File: src/logic/aluOpPkg.sv
`default_nettype none

package aluOpPkg;

  // ARM data-processing opcodes, instruction bits 24:21
  typedef enum logic [3:0] {
    opcAnd = 4'h0,
    opcEor = 4'h1,
    opcSub = 4'h2,
    opcRsb = 4'h3,
    opcAdd = 4'h4,
    opcAdc = 4'h5,
    opcSbc = 4'h6,
    opcRsc = 4'h7,
    opcTst = 4'h8,
    opcTeq = 4'h9,
    opcCmp = 4'hA,
    opcCmn = 4'hB,
    opcOrr = 4'hC,
    opcMov = 4'hD,
    opcBic = 4'hE,
    opcMvn = 4'hF
  } aluOpcodeE;

  // Function select of the ALU result mux
  typedef enum logic [2:0] {
    opAnd   = 3'b000,
    opXor   = 3'b001,
    opSum   = 3'b010,
    opOr    = 3'b011,
    opPassB = 3'b100
  } aluOperationE;

  typedef struct packed {
    logic n;
    logic z;
    logic c;
    logic v;
  } nzcvS;

  typedef struct packed {
    aluOperationE operation;
    logic         invertB;        // Complement B after the swap
    logic         reverseInputs;  // Swap A and B, for RSB and RSC
    logic         carryIn;
  } aluCtrlS;

  typedef struct packed {
    logic updateNz;
    logic updateC;
    logic updateV;
  } flagCtrlS;

endpackage

`default_nettype wire

File: src/logic/execIfPkg.sv
`default_nettype none

package execIfPkg;

  // Queue entries, also the credits held upstream after reset
  localparam int QueueDepth = 4;

  // Credits for the output channel after reset
  localparam int OutCredits = 2;

  // Wide enough for either credit count, including the full value
  localparam int CreditWidth =
    $clog2(((QueueDepth > OutCredits) ? QueueDepth : OutCredits) + 1);

  localparam int QueuePtrWidth = (QueueDepth > 1) ? $clog2(QueueDepth) : 1;

  // One data-processing instruction, 69 bits
  typedef struct packed {
    aluOpPkg::aluOpcodeE opcode;
    logic                setFlags;
    logic [31:0]         a;
    logic [31:0]         b;
  } instrS;

  // Result word sent downstream, 37 bits
  typedef struct packed {
    logic [31:0]     value;
    logic            writeReg;   // Low for TST, TEQ, CMP, CMN
    aluOpPkg::nzcvS  flags;      // NZCV after this instruction
  } resultS;

endpackage

`default_nettype wire

File: src/logic/aluDecoder.sv
`default_nettype none

module aluDecoder (
  input  aluOpPkg::aluOpcodeE opcode,
  input  logic                setFlags,
  input  logic                carryFlag,
  output aluOpPkg::aluCtrlS   aluCtrl,
  output aluOpPkg::flagCtrlS  flagCtrl,
  output logic                writeReg
);

  import aluOpPkg::*;

  logic arithOp;  // Opcode goes through the adder

  always_comb begin
    aluCtrl.operation     = opSum;
    aluCtrl.invertB       = 1'b0;
    aluCtrl.reverseInputs = 1'b0;
    aluCtrl.carryIn       = 1'b0;
    arithOp               = 1'b0;
    unique case (opcode)
      opcAnd, opcTst: aluCtrl.operation = opAnd;
      opcEor, opcTeq: aluCtrl.operation = opXor;
      opcSub, opcCmp: begin
        aluCtrl.invertB = 1'b1;          // a + ~b + 1
        aluCtrl.carryIn = 1'b1;
        arithOp         = 1'b1;
      end
      opcRsb: begin
        aluCtrl.reverseInputs = 1'b1;    // b + ~a + 1
        aluCtrl.invertB       = 1'b1;
        aluCtrl.carryIn       = 1'b1;
        arithOp               = 1'b1;
      end
      opcAdd, opcCmn: arithOp = 1'b1;
      opcAdc: begin
        aluCtrl.carryIn = carryFlag;
        arithOp         = 1'b1;
      end
      opcSbc: begin
        aluCtrl.invertB = 1'b1;
        aluCtrl.carryIn = carryFlag;     // Borrow taken from C
        arithOp         = 1'b1;
      end
      opcRsc: begin
        aluCtrl.reverseInputs = 1'b1;
        aluCtrl.invertB       = 1'b1;
        aluCtrl.carryIn       = carryFlag;
        arithOp               = 1'b1;
      end
      opcOrr: aluCtrl.operation = opOr;
      opcMov: aluCtrl.operation = opPassB;
      opcBic: begin
        aluCtrl.operation = opAnd;       // a & ~b
        aluCtrl.invertB   = 1'b1;
      end
      opcMvn: begin
        aluCtrl.operation = opPassB;     // ~b
        aluCtrl.invertB   = 1'b1;
      end
    endcase
  end

  // N and Z always follow the result, C and V only for adder opcodes
  assign flagCtrl.updateNz = setFlags;
  assign flagCtrl.updateC  = setFlags & arithOp;
  assign flagCtrl.updateV  = setFlags & arithOp;

  // Compares and tests only set flags
  assign writeReg = !(opcode inside {opcTst, opcTeq, opcCmp, opcCmn});

endmodule

`default_nettype wire

File: src/logic/aluCore.sv
`default_nettype none

module aluCore (
  input  logic [31:0]       a,
  input  logic [31:0]       b,
  input  aluOpPkg::aluCtrlS aluCtrl,
  output logic [31:0]       value,
  output aluOpPkg::nzcvS    rawFlags
);

  import aluOpPkg::*;

  logic [31:0] srcA;
  logic [31:0] srcBRaw;
  logic [31:0] srcB;
  logic [32:0] sum;       // Bit 32 is the carry-out
  logic        overflow;

  // Operand steering for the reversed and inverted forms
  always_comb begin
    if (aluCtrl.reverseInputs) begin
      srcA    = b;
      srcBRaw = a;
    end else begin
      srcA    = a;
      srcBRaw = b;
    end
    srcB = aluCtrl.invertB ? ~srcBRaw : srcBRaw;
  end

  assign sum = {1'b0, srcA} + {1'b0, srcB} + {32'd0, aluCtrl.carryIn};

  // Same operand signs but a different result sign
  assign overflow = (srcA[31] == srcB[31]) && (sum[31] != srcA[31]);

  always_comb begin
    case (aluCtrl.operation)
      opAnd:   value = srcA & srcB;
      opXor:   value = srcA ^ srcB;
      opSum:   value = sum[31:0];
      opOr:    value = srcA | srcB;
      opPassB: value = srcB;
      default: value = sum[31:0];
    endcase
  end

  always_comb begin
    rawFlags.n = value[31];
    rawFlags.z = (value == 32'd0);
    rawFlags.c = sum[32];     // Not-borrow for the subtracting forms
    rawFlags.v = overflow;
  end

endmodule

`default_nettype wire

File: src/logic/flagRegister.sv
`default_nettype none

module flagRegister (
  input  logic               clk,
  input  logic               rst,
  input  logic               update,
  input  aluOpPkg::flagCtrlS flagCtrl,
  input  aluOpPkg::nzcvS     rawFlags,
  output aluOpPkg::nzcvS     flags
);

  // Each field is replaced only when its control bit is set
  always_ff @(posedge clk) begin
    if (rst) begin
      flags <= '0;
    end else if (update) begin
      if (flagCtrl.updateNz) begin
        flags.n <= rawFlags.n;
        flags.z <= rawFlags.z;
      end
      if (flagCtrl.updateC) begin
        flags.c <= rawFlags.c;
      end
      if (flagCtrl.updateV) begin
        flags.v <= rawFlags.v;
      end
    end
  end

endmodule

`default_nettype wire

File: src/logic/instrQueue.sv
`default_nettype none

module instrQueue (
  input  logic             clk,
  input  logic             rst,
  input  logic             inValid,
  input  execIfPkg::instrS inInstr,
  input  logic             deq,
  output execIfPkg::instrS head,
  output logic             notEmpty,
  output logic             creditReturn
);

  import execIfPkg::*;

  instrS                    mem [QueueDepth];
  logic [QueuePtrWidth-1:0] wrPtr;
  logic [QueuePtrWidth-1:0] rdPtr;
  logic [CreditWidth-1:0]   count;
  logic                     full;
  logic                     doWrite;
  logic                     doRead;

  assign full     = (count == CreditWidth'(QueueDepth));
  assign notEmpty = (count != '0);
  assign doWrite  = inValid && !full;   // Upstream credits keep this from dropping
  assign doRead   = deq && notEmpty;
  assign head     = mem[rdPtr];

  always_ff @(posedge clk) begin
    if (doWrite) begin
      mem[wrPtr] <= inInstr;
    end
  end

  always_ff @(posedge clk) begin
    if (rst) begin
      wrPtr        <= '0;
      rdPtr        <= '0;
      count        <= '0;
      creditReturn <= 1'b0;
    end else begin
      if (doWrite) begin
        wrPtr <= (wrPtr == QueuePtrWidth'(QueueDepth - 1)) ? '0 : wrPtr + 1'b1;
      end
      if (doRead) begin
        rdPtr <= (rdPtr == QueuePtrWidth'(QueueDepth - 1)) ? '0 : rdPtr + 1'b1;
      end
      count        <= count + CreditWidth'(doWrite) - CreditWidth'(doRead);
      creditReturn <= doRead;     // One credit back per dequeue
    end
  end

endmodule

`default_nettype wire

File: src/logic/executeUnit.sv
`default_nettype none

module executeUnit (
  input  logic              clk,
  input  logic              rst,
  input  logic              inValid,
  input  execIfPkg::instrS  inInstr,
  output logic              creditReturn,
  output logic              outValid,
  output execIfPkg::resultS outResult,
  input  logic              outCreditReturn
);

  import aluOpPkg::*;
  import execIfPkg::*;

  instrS                  headInstr;
  logic                   notEmpty;
  logic                   issue;
  logic [CreditWidth-1:0] outCredits;
  aluCtrlS                aluCtrl;
  flagCtrlS               flagCtrl;
  nzcvS                   rawFlags;
  nzcvS                   flags;
  logic [31:0]            aluValue;
  logic                   decWriteReg;
  logic [31:0]            valueReg;
  logic                   writeRegReg;

  assign issue = notEmpty && (outCredits != '0);

  instrQueue instrQueue_i (
    .clk          (clk),
    .rst          (rst),
    .inValid      (inValid),
    .inInstr      (inInstr),
    .deq          (issue),
    .head         (headInstr),
    .notEmpty     (notEmpty),
    .creditReturn (creditReturn)
  );

  aluDecoder aluDecoder_i (
    .opcode    (headInstr.opcode),
    .setFlags  (headInstr.setFlags),
    .carryFlag (flags.c),
    .aluCtrl   (aluCtrl),
    .flagCtrl  (flagCtrl),
    .writeReg  (decWriteReg)
  );

  aluCore aluCore_i (
    .a        (headInstr.a),
    .b        (headInstr.b),
    .aluCtrl  (aluCtrl),
    .value    (aluValue),
    .rawFlags (rawFlags)
  );

  flagRegister flagRegister_i (
    .clk      (clk),
    .rst      (rst),
    .update   (issue),
    .flagCtrl (flagCtrl),
    .rawFlags (rawFlags),
    .flags    (flags)
  );

  // Credit is taken at issue, outValid follows one cycle later
  always_ff @(posedge clk) begin
    if (rst) begin
      outCredits <= CreditWidth'(OutCredits);
      outValid   <= 1'b0;
    end else begin
      outCredits <= outCredits - CreditWidth'(issue) + CreditWidth'(outCreditReturn);
      outValid   <= issue;
    end
  end

  always_ff @(posedge clk) begin
    if (issue) begin
      valueReg    <= aluValue;
      writeRegReg <= decWriteReg;
    end
  end

  // Flag register loads on the same edge, so it holds the post-instruction NZCV
  assign outResult = '{value: valueReg, writeReg: writeRegReg, flags: flags};

endmodule

`default_nettype wire

File: config.mk
export PLATFORM = sky130hd
export DESIGN_NAME = executeUnit
export DESIGN_NICKNAME = d
export VERILOG_FILES = /design/src/logic/aluOpPkg.sv /design/src/logic/execIfPkg.sv /design/src/logic/aluDecoder.sv /design/src/logic/aluCore.sv /design/src/logic/flagRegister.sv /design/src/logic/instrQueue.sv /design/src/logic/executeUnit.sv
export SDC_FILE = /design/constraint.sdc
export NUM_CORES = 1
export LEC_CHECK = 0
export ABC_AREA = 1
export CAP_MARGIN = 25
export CORE_ASPECT_RATIO = 1.75
export CORE_UTILIZATION = 45
export CTS_CLUSTER_SIZE = 16
export DETAILED_ROUTE_END_ITERATION = 8
export DONT_BUFFER_PORTS = 1
export GPL_TIMING_DRIVEN = 0
export SLEW_MARGIN = 40
export SYNTH_ARGS = -nofsm -noshare
export SYNTH_HDL_FRONTEND = slang
export SYNTH_SLANG_ARGS = --single-unit
export TNS_END_PERCENT = 10
File: constraint.sdc
create_clock -name clk -period 8.45 [get_ports clk]
set_input_delay 0.4225 -clock clk [delete_from_list [all_inputs] [get_ports clk]]
set_output_delay 0.4225 -clock clk [all_outputs]
set_load 0.02 [all_outputs]
==> results by group, run 1 <==
STA
  • Slew @ Worst Pin: between 0.7 and 0.8 ns
  • F_max: 193 MHz
  • Hold Vio Cnt, Final: 0
  • RSZ-0062 raised after global routing: false
  • Setup tns final: 0 ns
  • Final setup violation count: 0
  • Min cycle time layout: between 5 and 6 ns
  • Post-route clock period utilization: 0.614
  • Worst slew margin: 0.504
  • Clock Skews: between 0.01 and 0.015 ns
  • Final Slew Violations: 0

Floorplanning
  • Site Rows: 95
  • Initial core utilization: 0.456
  • Die Ht: roughly 260 um
  • Die ar.: between 30,000 and 40,000 um^2
  • Placeable Area: 38,400 um^2
  • Top Ports: around 110
  • Die width: between 150 and 200 um

Worst hold path
  • WHS Path Cells: 3
  • Worst Hold End: outCredits[0]$_SDFF_PP0_
  • HP Class: primary input to register
  • Worst hold start: outCreditReturn

Place
  • RD Place Congestion: ~0.94
  • Post-detail-place hpwl: approximately 38 mm
  • IO Port Bufs: 0

Critical path
  • R2r endpoint: flagRegister_i.flags[2]$_SDFFE_PP0P_
  • Buffers & Inverters on Critical Path: 5
  • Most frequent CP cell: nor2_1
  • Critical Path Sink Type: register
  • Req. time, crit path: around 9.0 ns
  • Critical Path AT: around 5.7 ns
  • CP Depth: 26
  • Startpoint type of the worst setup path: register
  • Worst R2R Path Depth: 26
  • Slowest cell on the critical path: clkbuf_1
  • Cell family with most CP delay: compound AO/OA/AOI/OAI gates
  • Worst path max stage delay: between 0.5 and 0.6 ns
  • Worst R2R Setup Slack: 3.26 ns
  • CP max FO: 10
  • CP Class: register to register

Clock tree
  • Root Driver: clkbuf_16
  • CTS-repair resized insts: 0
  • Clk sinks: ~330
  • CTS HTree Levels: 1
  • Clock latency on the worst-skew pair: about 0.57 ns
  • CTS tree: built
  • Clk buf depth: 3
  • Worst-path clk slew: about 0.07 ns
  • CTS Buf Count: 29

GRT
  • Number of global-route vias before repair: 13,200
  • Initial antenna violation count: 0
  • Grt total ovfl: 0
  • Largest net degree at the start of global routing: 40
  • First-pass GRT wire length: between 70 and 80 mm
  • Total GRT Usage: 0.253

Route
  • DRT iter0 DRCs: ~870
  • ANT nets after route: 0
  • Via count: 13,400
  • Wire per inst: ~20 um
  • Residual DRC: 0
  • WL final: 49.3 mm
  • DRT Pass-1 Iters: 5
  • Via density: around 5.5

Yosys
  • Multiplexer area fraction after synthesis: 0.00229
  • Avg Cell Area, Syn: between 9 and 10 um^2
  • Mapped Nets: ~2,000
  • Cells after Synth: 1,822
  • Synth cell types: between 50 and 60
  • Area share of xor/xnor cells in the synthesized design: 0.0171
  • Synth Area in Adders: 0.0549
  • Mapped Area: ~18,000 um^2
  • Sequential-to-total area share from yosys stat: 0.549
  • Ys Warns: 0
  • #FFs+latches synth: ~330
  • Largest family of logic cells by synthesized area: simple AND/OR/NAND/NOR gates
  • Compound-gate portion of the synthesized area: 0.123
  • Synth Area in Simple Gates: 0.180

Final layout
  • Ant. Diodes: 0
  • Synth-to-Final Area Change: 16.0%
  • # nets final: between 2,000 and 2,500
  • Ratio of cells with drive above 1 in the final layout: 0.0941

Status
  • Status: finished clean

Run
  • Max-Cap Viols: 0
==> cell families after synthesis <==
logic type	count (synthesis)
DFF	326
and+or+nand+nor	762
AOI/OAI and AO/OA	347
adders and majority gates	75
xor gates and xnor gates	30
muxes	4
buffers and inverters	278
==> sequential cells by signal, indices dropped and copies added (netlist names), named ones only <==
| register | flops |
|---|---|
| flagRegister_i.flags | 4 |
| instrQueue_i.count | 3 |
| instrQueue_i.mem | 276 |
| instrQueue_i.rdPtr | 2 |
| instrQueue_i.wrPtr | 2 |
| outCredits | 3 |
| outValid | 1 |
| valueReg | 32 |
| writeRegReg | 1 |
==> Yosys cell counts (all sizes together) <==
master   instances  area (um^2)
o221ai           5         43.8
nand2          483         1860
fa               3         60.1
nor2           141          537
o21a             4         30.0
a31oi            4         25.0
ha              72          901
nor3             9         45.0
xnor2            1         8.76
mux2i            4         40.0
or2              1         6.26
and3             1         6.26
o21bai           1         7.51
buf             61          480
nor4             2         12.5
a32o            31          310
nand3          111          588
edfxtp         309         9280
o211ai           5         37.5
inv            198          746
o211a            2         20.0
a21oi           90          454
o2111ai         14          123
a211oi           7         52.6
nand3b           6         45.0
xor2            29          292
a221o            2         20.0
o21ai          145          752
nand4            7         43.8
o22a             3         26.3
o22ai           26          163
o31ai            2         15.0
and2             1         6.26
clkbuf          19         71.3
a221oi           6         71.3
dfxtp           17          340
==> worst max-delay path by stage <==
stage / startpoint / end / slack, ns
CTS: register / flagRegister_i.flags[2]$_SDFFE_PP0P_ / 3.22
detailed placement: register / flagRegister_i.flags[2]$_SDFFE_PP0P_ / 3.25
global route: register / flagRegister_i.flags[2]$_SDFFE_PP0P_ / 2.89
floorplan: inValid / instrQueue_i.mem[0][0]$_DFFE_PP_ / 4.45
global placement: instrQueue_i.count[1]$_SDFF_PP0_ / instrQueue_i.mem[2][3]$_DFFE_PP_ / 1.41
finish: register / flagRegister_i.flags[2]$_SDFFE_PP0P_ / 3.26
==> layout make-up <==
| type | count | area, um^2 |
|---|---|---|
| Fill cell | 3469 | 18100 |
| Sequential cell | 326 | 9620 |
| Multi-Input combinational cell | 1218 | 6640 |
| Timing Repair Buffer | 90 | 1170 |
| Clock buffer | 38 | 812 |
| Inverter | 198 | 747 |
| Tap cell | 485 | 607 |
| Buffer | 80 | 552 |
| Clock inverter | 15 | 168 |
==> per-layer routing <==
metal  global-route usage  wire length (um)
met2                0.472             26600
met4                0.107              2020
met5                    0                 0
met1                0.287             18800
met3               0.0253              1800
==> what timing repair did <==
item | CTS | global route
buffers inserted | 0 | 0
endpoints found under the hold margin | 276 | 0
hold buffers | 69 | 0
==> per-stage QoR <==
stage               cell area [um^2]  cells  hold WS [ns]  worst slack [ns]  utilization
floorplan                      17500   1822         0.468              4.45            -
global placement               18100   2307         0.496              1.41        0.472
detailed placement             18600   2328         0.521              3.25        0.486
CTS                            20300   2450        0.0690              3.22        0.529
global route                   20300   2450         0.119              2.89        0.529
finish                         20300   2450        0.0912              3.26        0.529
==> worst reg2reg max path: cells and delay by family (launching register included) <==
| family | cells | cell delay [ns] |
|---|---|---|
| buffers and inverters | 5 | 1.24 |
| adder cells (fa/ha/maj) | 1 | 0.40 |
| AND/OR/NAND/NOR | 12 | 1.10 |
| XOR/XNOR | 1 | 0.24 |
| flip-flops | 1 | 0.35 |
| AO/OA/AOI/OAI | 7 | 1.78 |
==> cells in the final DEF, fill, tap and decap left out, types with 5 or more instances in the layout <==
cell type,count
edfxtp_1,309
ha_1,72
nand2_1,465
a211oi_1,7
buf_2,26
clkbuf_1,25
nor2_1,136
clkinv_2,5
o211ai_1,5
dlygate4sd3_1,69
nor2_4,5
nor3_1,9
nand3_1,106
o21ai_1,23
nand2_2,18
xor2_1,24
buf_16,13
o22ai_1,26
o221ai_1,5
inv_1,183
clkbuf_16,31
a32o_1,31
o21ai_2,7
nand3b_1,6
xor2_2,5
o2111ai_1,14
o21ai_0,115
inv_2,13
buf_8,13
a21oi_1,89
buf_4,13
nand4_1,7
buf_6,13
dfxtp_1,17
Power of run 1 is left out: the tool's default activity adds up to more than one toggle a clock period on the data nets, which glitch-free logic cannot reach.
==> inputs of run 2 (changes only) <==
ABC_AREA = 0   (was 1)
clock period = 5.3 ns   (was 8.45 ns; I/O delays follow)
==> run 2 against run 1 <==
  * The flow now finishes with violations (negative setup slack)
  * Area after synthesis down 1.1%
  * Worst hold slack better by 0.021 ns
  * Routed wire length up 0.58%
  * Sequential cell count unchanged
  * First-iteration DRC count down 9.6%
  * Sequential share of layout area down 2.1 points
  * Count of clock-buffer cells in the layout down 8
  * Maximum frequency down 6.4%
  * Synthesized cell count down 26%
  * Highest routed layer unchanged
==> results by group, run 2 <==
Yosys
  • Mapped Area: 17,300 um^2 (was 17,500 um^2)
  • Area share of the largest cell type after synthesis: 0.536 (was 0.530)
  • Yosys top cell by area: edfxtp_1 (unchanged)
  • Count leader, synth: edfxtp_1 (was nand2_1)
  • Avg Cell Area, Syn: 12.8 um^2 (was 9.61 um^2)
  • Synth Area in Simple Gates: 0.0952 (was 0.180)
  • Compound-gate portion of the synthesized area: 0.112 (was 0.123)
  • Top post-synthesis cells by area: edfxtp_1, mux4_2, ha_1, nand2_1, a21oi_1 (was edfxtp_1, nand2_1, ha_1, inv_1, o21ai_0)
  • Largest family of logic cells by synthesized area: multiplexers (was simple AND/OR/NAND/NOR gates)
  • Sequential-to-total area share from yosys stat: 0.556 (was 0.549)
  • Area share of xor/xnor cells in the synthesized design: 0.0202 (was 0.0171)
  • Top FF cell, synth: edfxtp_1 (unchanged)
  • Asr flop ratio synth: 0 (unchanged)
  • Cells after Synth: 1,356 (was 1,822)
  • EDFF count, synth: 309 (unchanged)
  • Synth cell types: 83 (was 52)
  • Mapped Nets: 1,504 (was 1,970)
  • Most common library cells after synthesis: edfxtp_1, nand2_1, inv_1 (was nand2_1, edfxtp_1, inv_1)
  • Ys Warns: 0 (unchanged)
  • #FFs+latches synth: 326 (unchanged)
  • Synth Area in Adders: 0.0555 (was 0.0549)
  • Multiplexer area fraction after synthesis: 0.117 (was 0.00229)

Clock tree
  • CTS tree: built (unchanged)
  • Clk sinks: 326 (unchanged)
  • CTS Buf Count: 29 (unchanged)
  • CTS HTree Levels: 1 (unchanged)
  • Worst-path clk slew: 0.07 ns (about the same)
  • Clk buf depth: 3 (unchanged)
  • Clock latency on the worst-skew pair: 0.59 ns (was 0.57 ns)
  • Root Driver: clkbuf_16 (unchanged)

Critical path
  • CP max FO: 6 (was 10)
  • Critical Path AT: 6.08 ns (was 5.70 ns)
  • Startpoint type of the worst setup path: register (unchanged)
  • CP Class: register to register (unchanged)
  • Critical Path Sink Type: register (unchanged)
  • Req. time, crit path: 5.84 ns (was 8.96 ns)

Final layout
  • Most common cell after layout, fill and taps aside: edfxtp_1 (was nand2_1)
  • # nets final: 1,673 (was 2,091)
  • Filler cells: 3,130 (was 3,469)
  • Ant. Diodes: 0 (unchanged)
  • Top flop regs: instrQueue_i.mem: 276 flops, valueReg: 32 flops, flagRegister_i.flags: 4 flops (unchanged)
  • Non-filler cells, final: 2,028 (was 2,450)
  • Most frequent cells in the layout: edfxtp_1, nand2_1, inv_1 (was nand2_1, edfxtp_1, inv_1)
  • Final Util: 0.564 (was 0.529)
  • Top reg by flops: instrQueue_i.mem (unchanged)
  • Number of flip-flops in the largest register: 276 (unchanged)
  • Synth-to-Final Area Change: 22.9% (was 16.0%)
  • Ratio of cells with drive above 1 in the final layout: 0.238 (was 0.0941)

STA
  • Worst slew margin: 0.452 (was 0.504)
  • Final setup margin: -0.245 ns (was 3.26 ns)
  • RSZ-0062 raised after global routing: true (was false)
  • Setup tns final: -0.245 ns (was 0 ns)
  • Final Slew Violations: 0 (unchanged)
  • Hold Vio Cnt, Final: 0 (unchanged)
  • Min cycle time layout: 5.54 ns (was 5.19 ns)
  • Clock Skews: 0.0165 ns (was 0.0128 ns)
  • Slew @ Worst Pin: 0.822 ns (was 0.744 ns)
  • Final setup violation count: 1 (was 0)
  • F_max: 180 MHz (was 193 MHz)
  • Post-route clock period utilization: 1.05 (was 0.614)

Floorplanning
  • Site Rows: 94 (was 95)
  • Initial core utilization: 0.459 (was 0.456)
  • Die Ht: 261 um (was 263 um)
  • Die width: 150 um (was 151 um)
  • Placeable Area: 37,800 um^2 (was 38,400 um^2)
  • Die ar.: 39,300 um^2 (was 39,700 um^2)
  • Top Ports: 112 (unchanged)

GRT
  • Largest net degree at the start of global routing: 39 (was 40)
  • Initial antenna violation count: 0 (unchanged)
  • First-pass GRT wire length: 74.7 mm (was 75.3 mm)
  • Number of global-route vias before repair: 12,600 (was 13,200)
  • Total GRT Usage: 0.258 (was 0.253)
  • Grt total ovfl: 0 (unchanged)

Route
  • Via density: 5.97 (was 5.46)
  • Residual DRC: 0 (unchanged)
  • Via count: 12,100 (was 13,400)
  • WL final: 49.6 mm (was 49.3 mm)
  • DRT iter0 DRCs: 788 (was 872)
  • ANT nets after route: 0 (unchanged)
  • Wire per inst: 24.4 um (was 20.1 um)
  • DRT Pass-1 Iters: 5 (unchanged)

Status
  • Failing checks: negative setup slack
  • Status: complete, but fails checks (was finished clean)

Place
  • RD Place Congestion: 0.979 (was 0.938)
  • IO Port Bufs: 0 (unchanged)
  • Placed cells: 1,846 (was 2,328)
  • Post-detail-place hpwl: 35.1 mm (was 38.5 mm)

Worst hold path
  • HP Class: primary input to register (unchanged)

Run
  • Max-Cap Viols: 0 (unchanged)
## run 2: cell types whose count changed after synthesis, sizes merged, moves of 69 or more
cell,change
inv,-108
mux4,+69
nand2,-351
nand3,-87
nor2,-83
o21ai,-100
## run 2: critical path, stage by stage (launching register included)
cell and delay, ns:
dfxtp_2 0.34, buf_12 0.13, mux4_2 0.57, and3b_1 0.26, buf_6 0.14, buf_12 0.13
buf_12 0.12, clkbuf_16 0.17, clkbuf_16 0.16, nand2_1 0.05, nand2_1 0.09, inv_1 0.08
fa_2 0.37, nand4b_1 0.22, a21o_1 0.25, a21oi_4 0.20, nor4_4 0.08, a21oi_2 0.26
o21bai_1 0.15, a21oi_2 0.17, mux2i_1 0.23, nand3_2 0.14, or4_4 0.57, or4_4 0.52
nand2_1 0.07
## run 2: logic make-up (layout without fill, tap and decap cells)
kind of cell / Yosys count / in the layout
xor+xnor: 40 / 40
buf+inv: 177 / 369
compound gates: 284 / 284
simple gates: 338 / 338
fa+ha+maj: 75 / 75
mux: 116 / 116
flops: 326 / 326
## run 2: routing by layer
layer / wire (um) / share of wire / GRT usage / up-vias
li1: - / - / - / 5515
met1: 18900 / 0.38 / 0.298 / 6022
met2: 25400 / 0.51 / 0.459 / 421
met3: 2440 / 0.049 / 0.0341 / 140
met4: 2760 / 0.056 / 0.139 / 0
met5: 0 / 0 / 0 / -
## run 2: final timing paths
path                                                    startpoint                              endpoint  slack, ns  cells after the start
worst max-delay path                                      register  flagRegister_i.flags[2]$_SDFFE_PP0P_      -0.24                     24
worst min-delay path                                           rst      instrQueue_i.count[1]$_SDFF_PP0_       0.11                      2
worst max register to register                            register  flagRegister_i.flags[2]$_SDFFE_PP0P_      -0.24                     24
worst min register to register  instrQueue_i.rdPtr[1]$_SDFFE_PP0P_                              register       0.49                      2
## run 2: stage by stage
stage	area (um^2)	worst slack, ns	hold slack (ns)
CTS	21000	-0.270	0.0898
detailed placement	18300	-1.61	0.342
finish	21300	-0.245	0.112
floorplan	17500	0.00334	0.337
global placement	18100	-1.55	0.339
global route	21300	-0.393	0.126
## run 2: timing repair
item | 4_1_cts | 5_1_grt
hold buffers | 71 | 0
gates cloned | 2 | 0
setup buffers | 55 | 16
resized for setup | 136 | 46
endpoints found under the hold margin | 281 | 0
endpoints found under the setup margin | 25 | 3
pin swaps | 34 | 21
## run 2: area by class of cell
class | instances | area, um^2 | share of cell area
buffer | 71 | 761 | 0.0357
clock buffer | 30 | 729 | 0.0343
clock inverter | 24 | 216 | 0.0102
inverter | 90 | 340 | 0.0160
multi-input combinational | 853 | 7460 | 0.351
sequential | 326 | 9620 | 0.452
tap | 480 | 601 | 0.0282
timing repair buffer | 154 | 1560 | 0.0731
Power of run 2 is left out for the same reason.
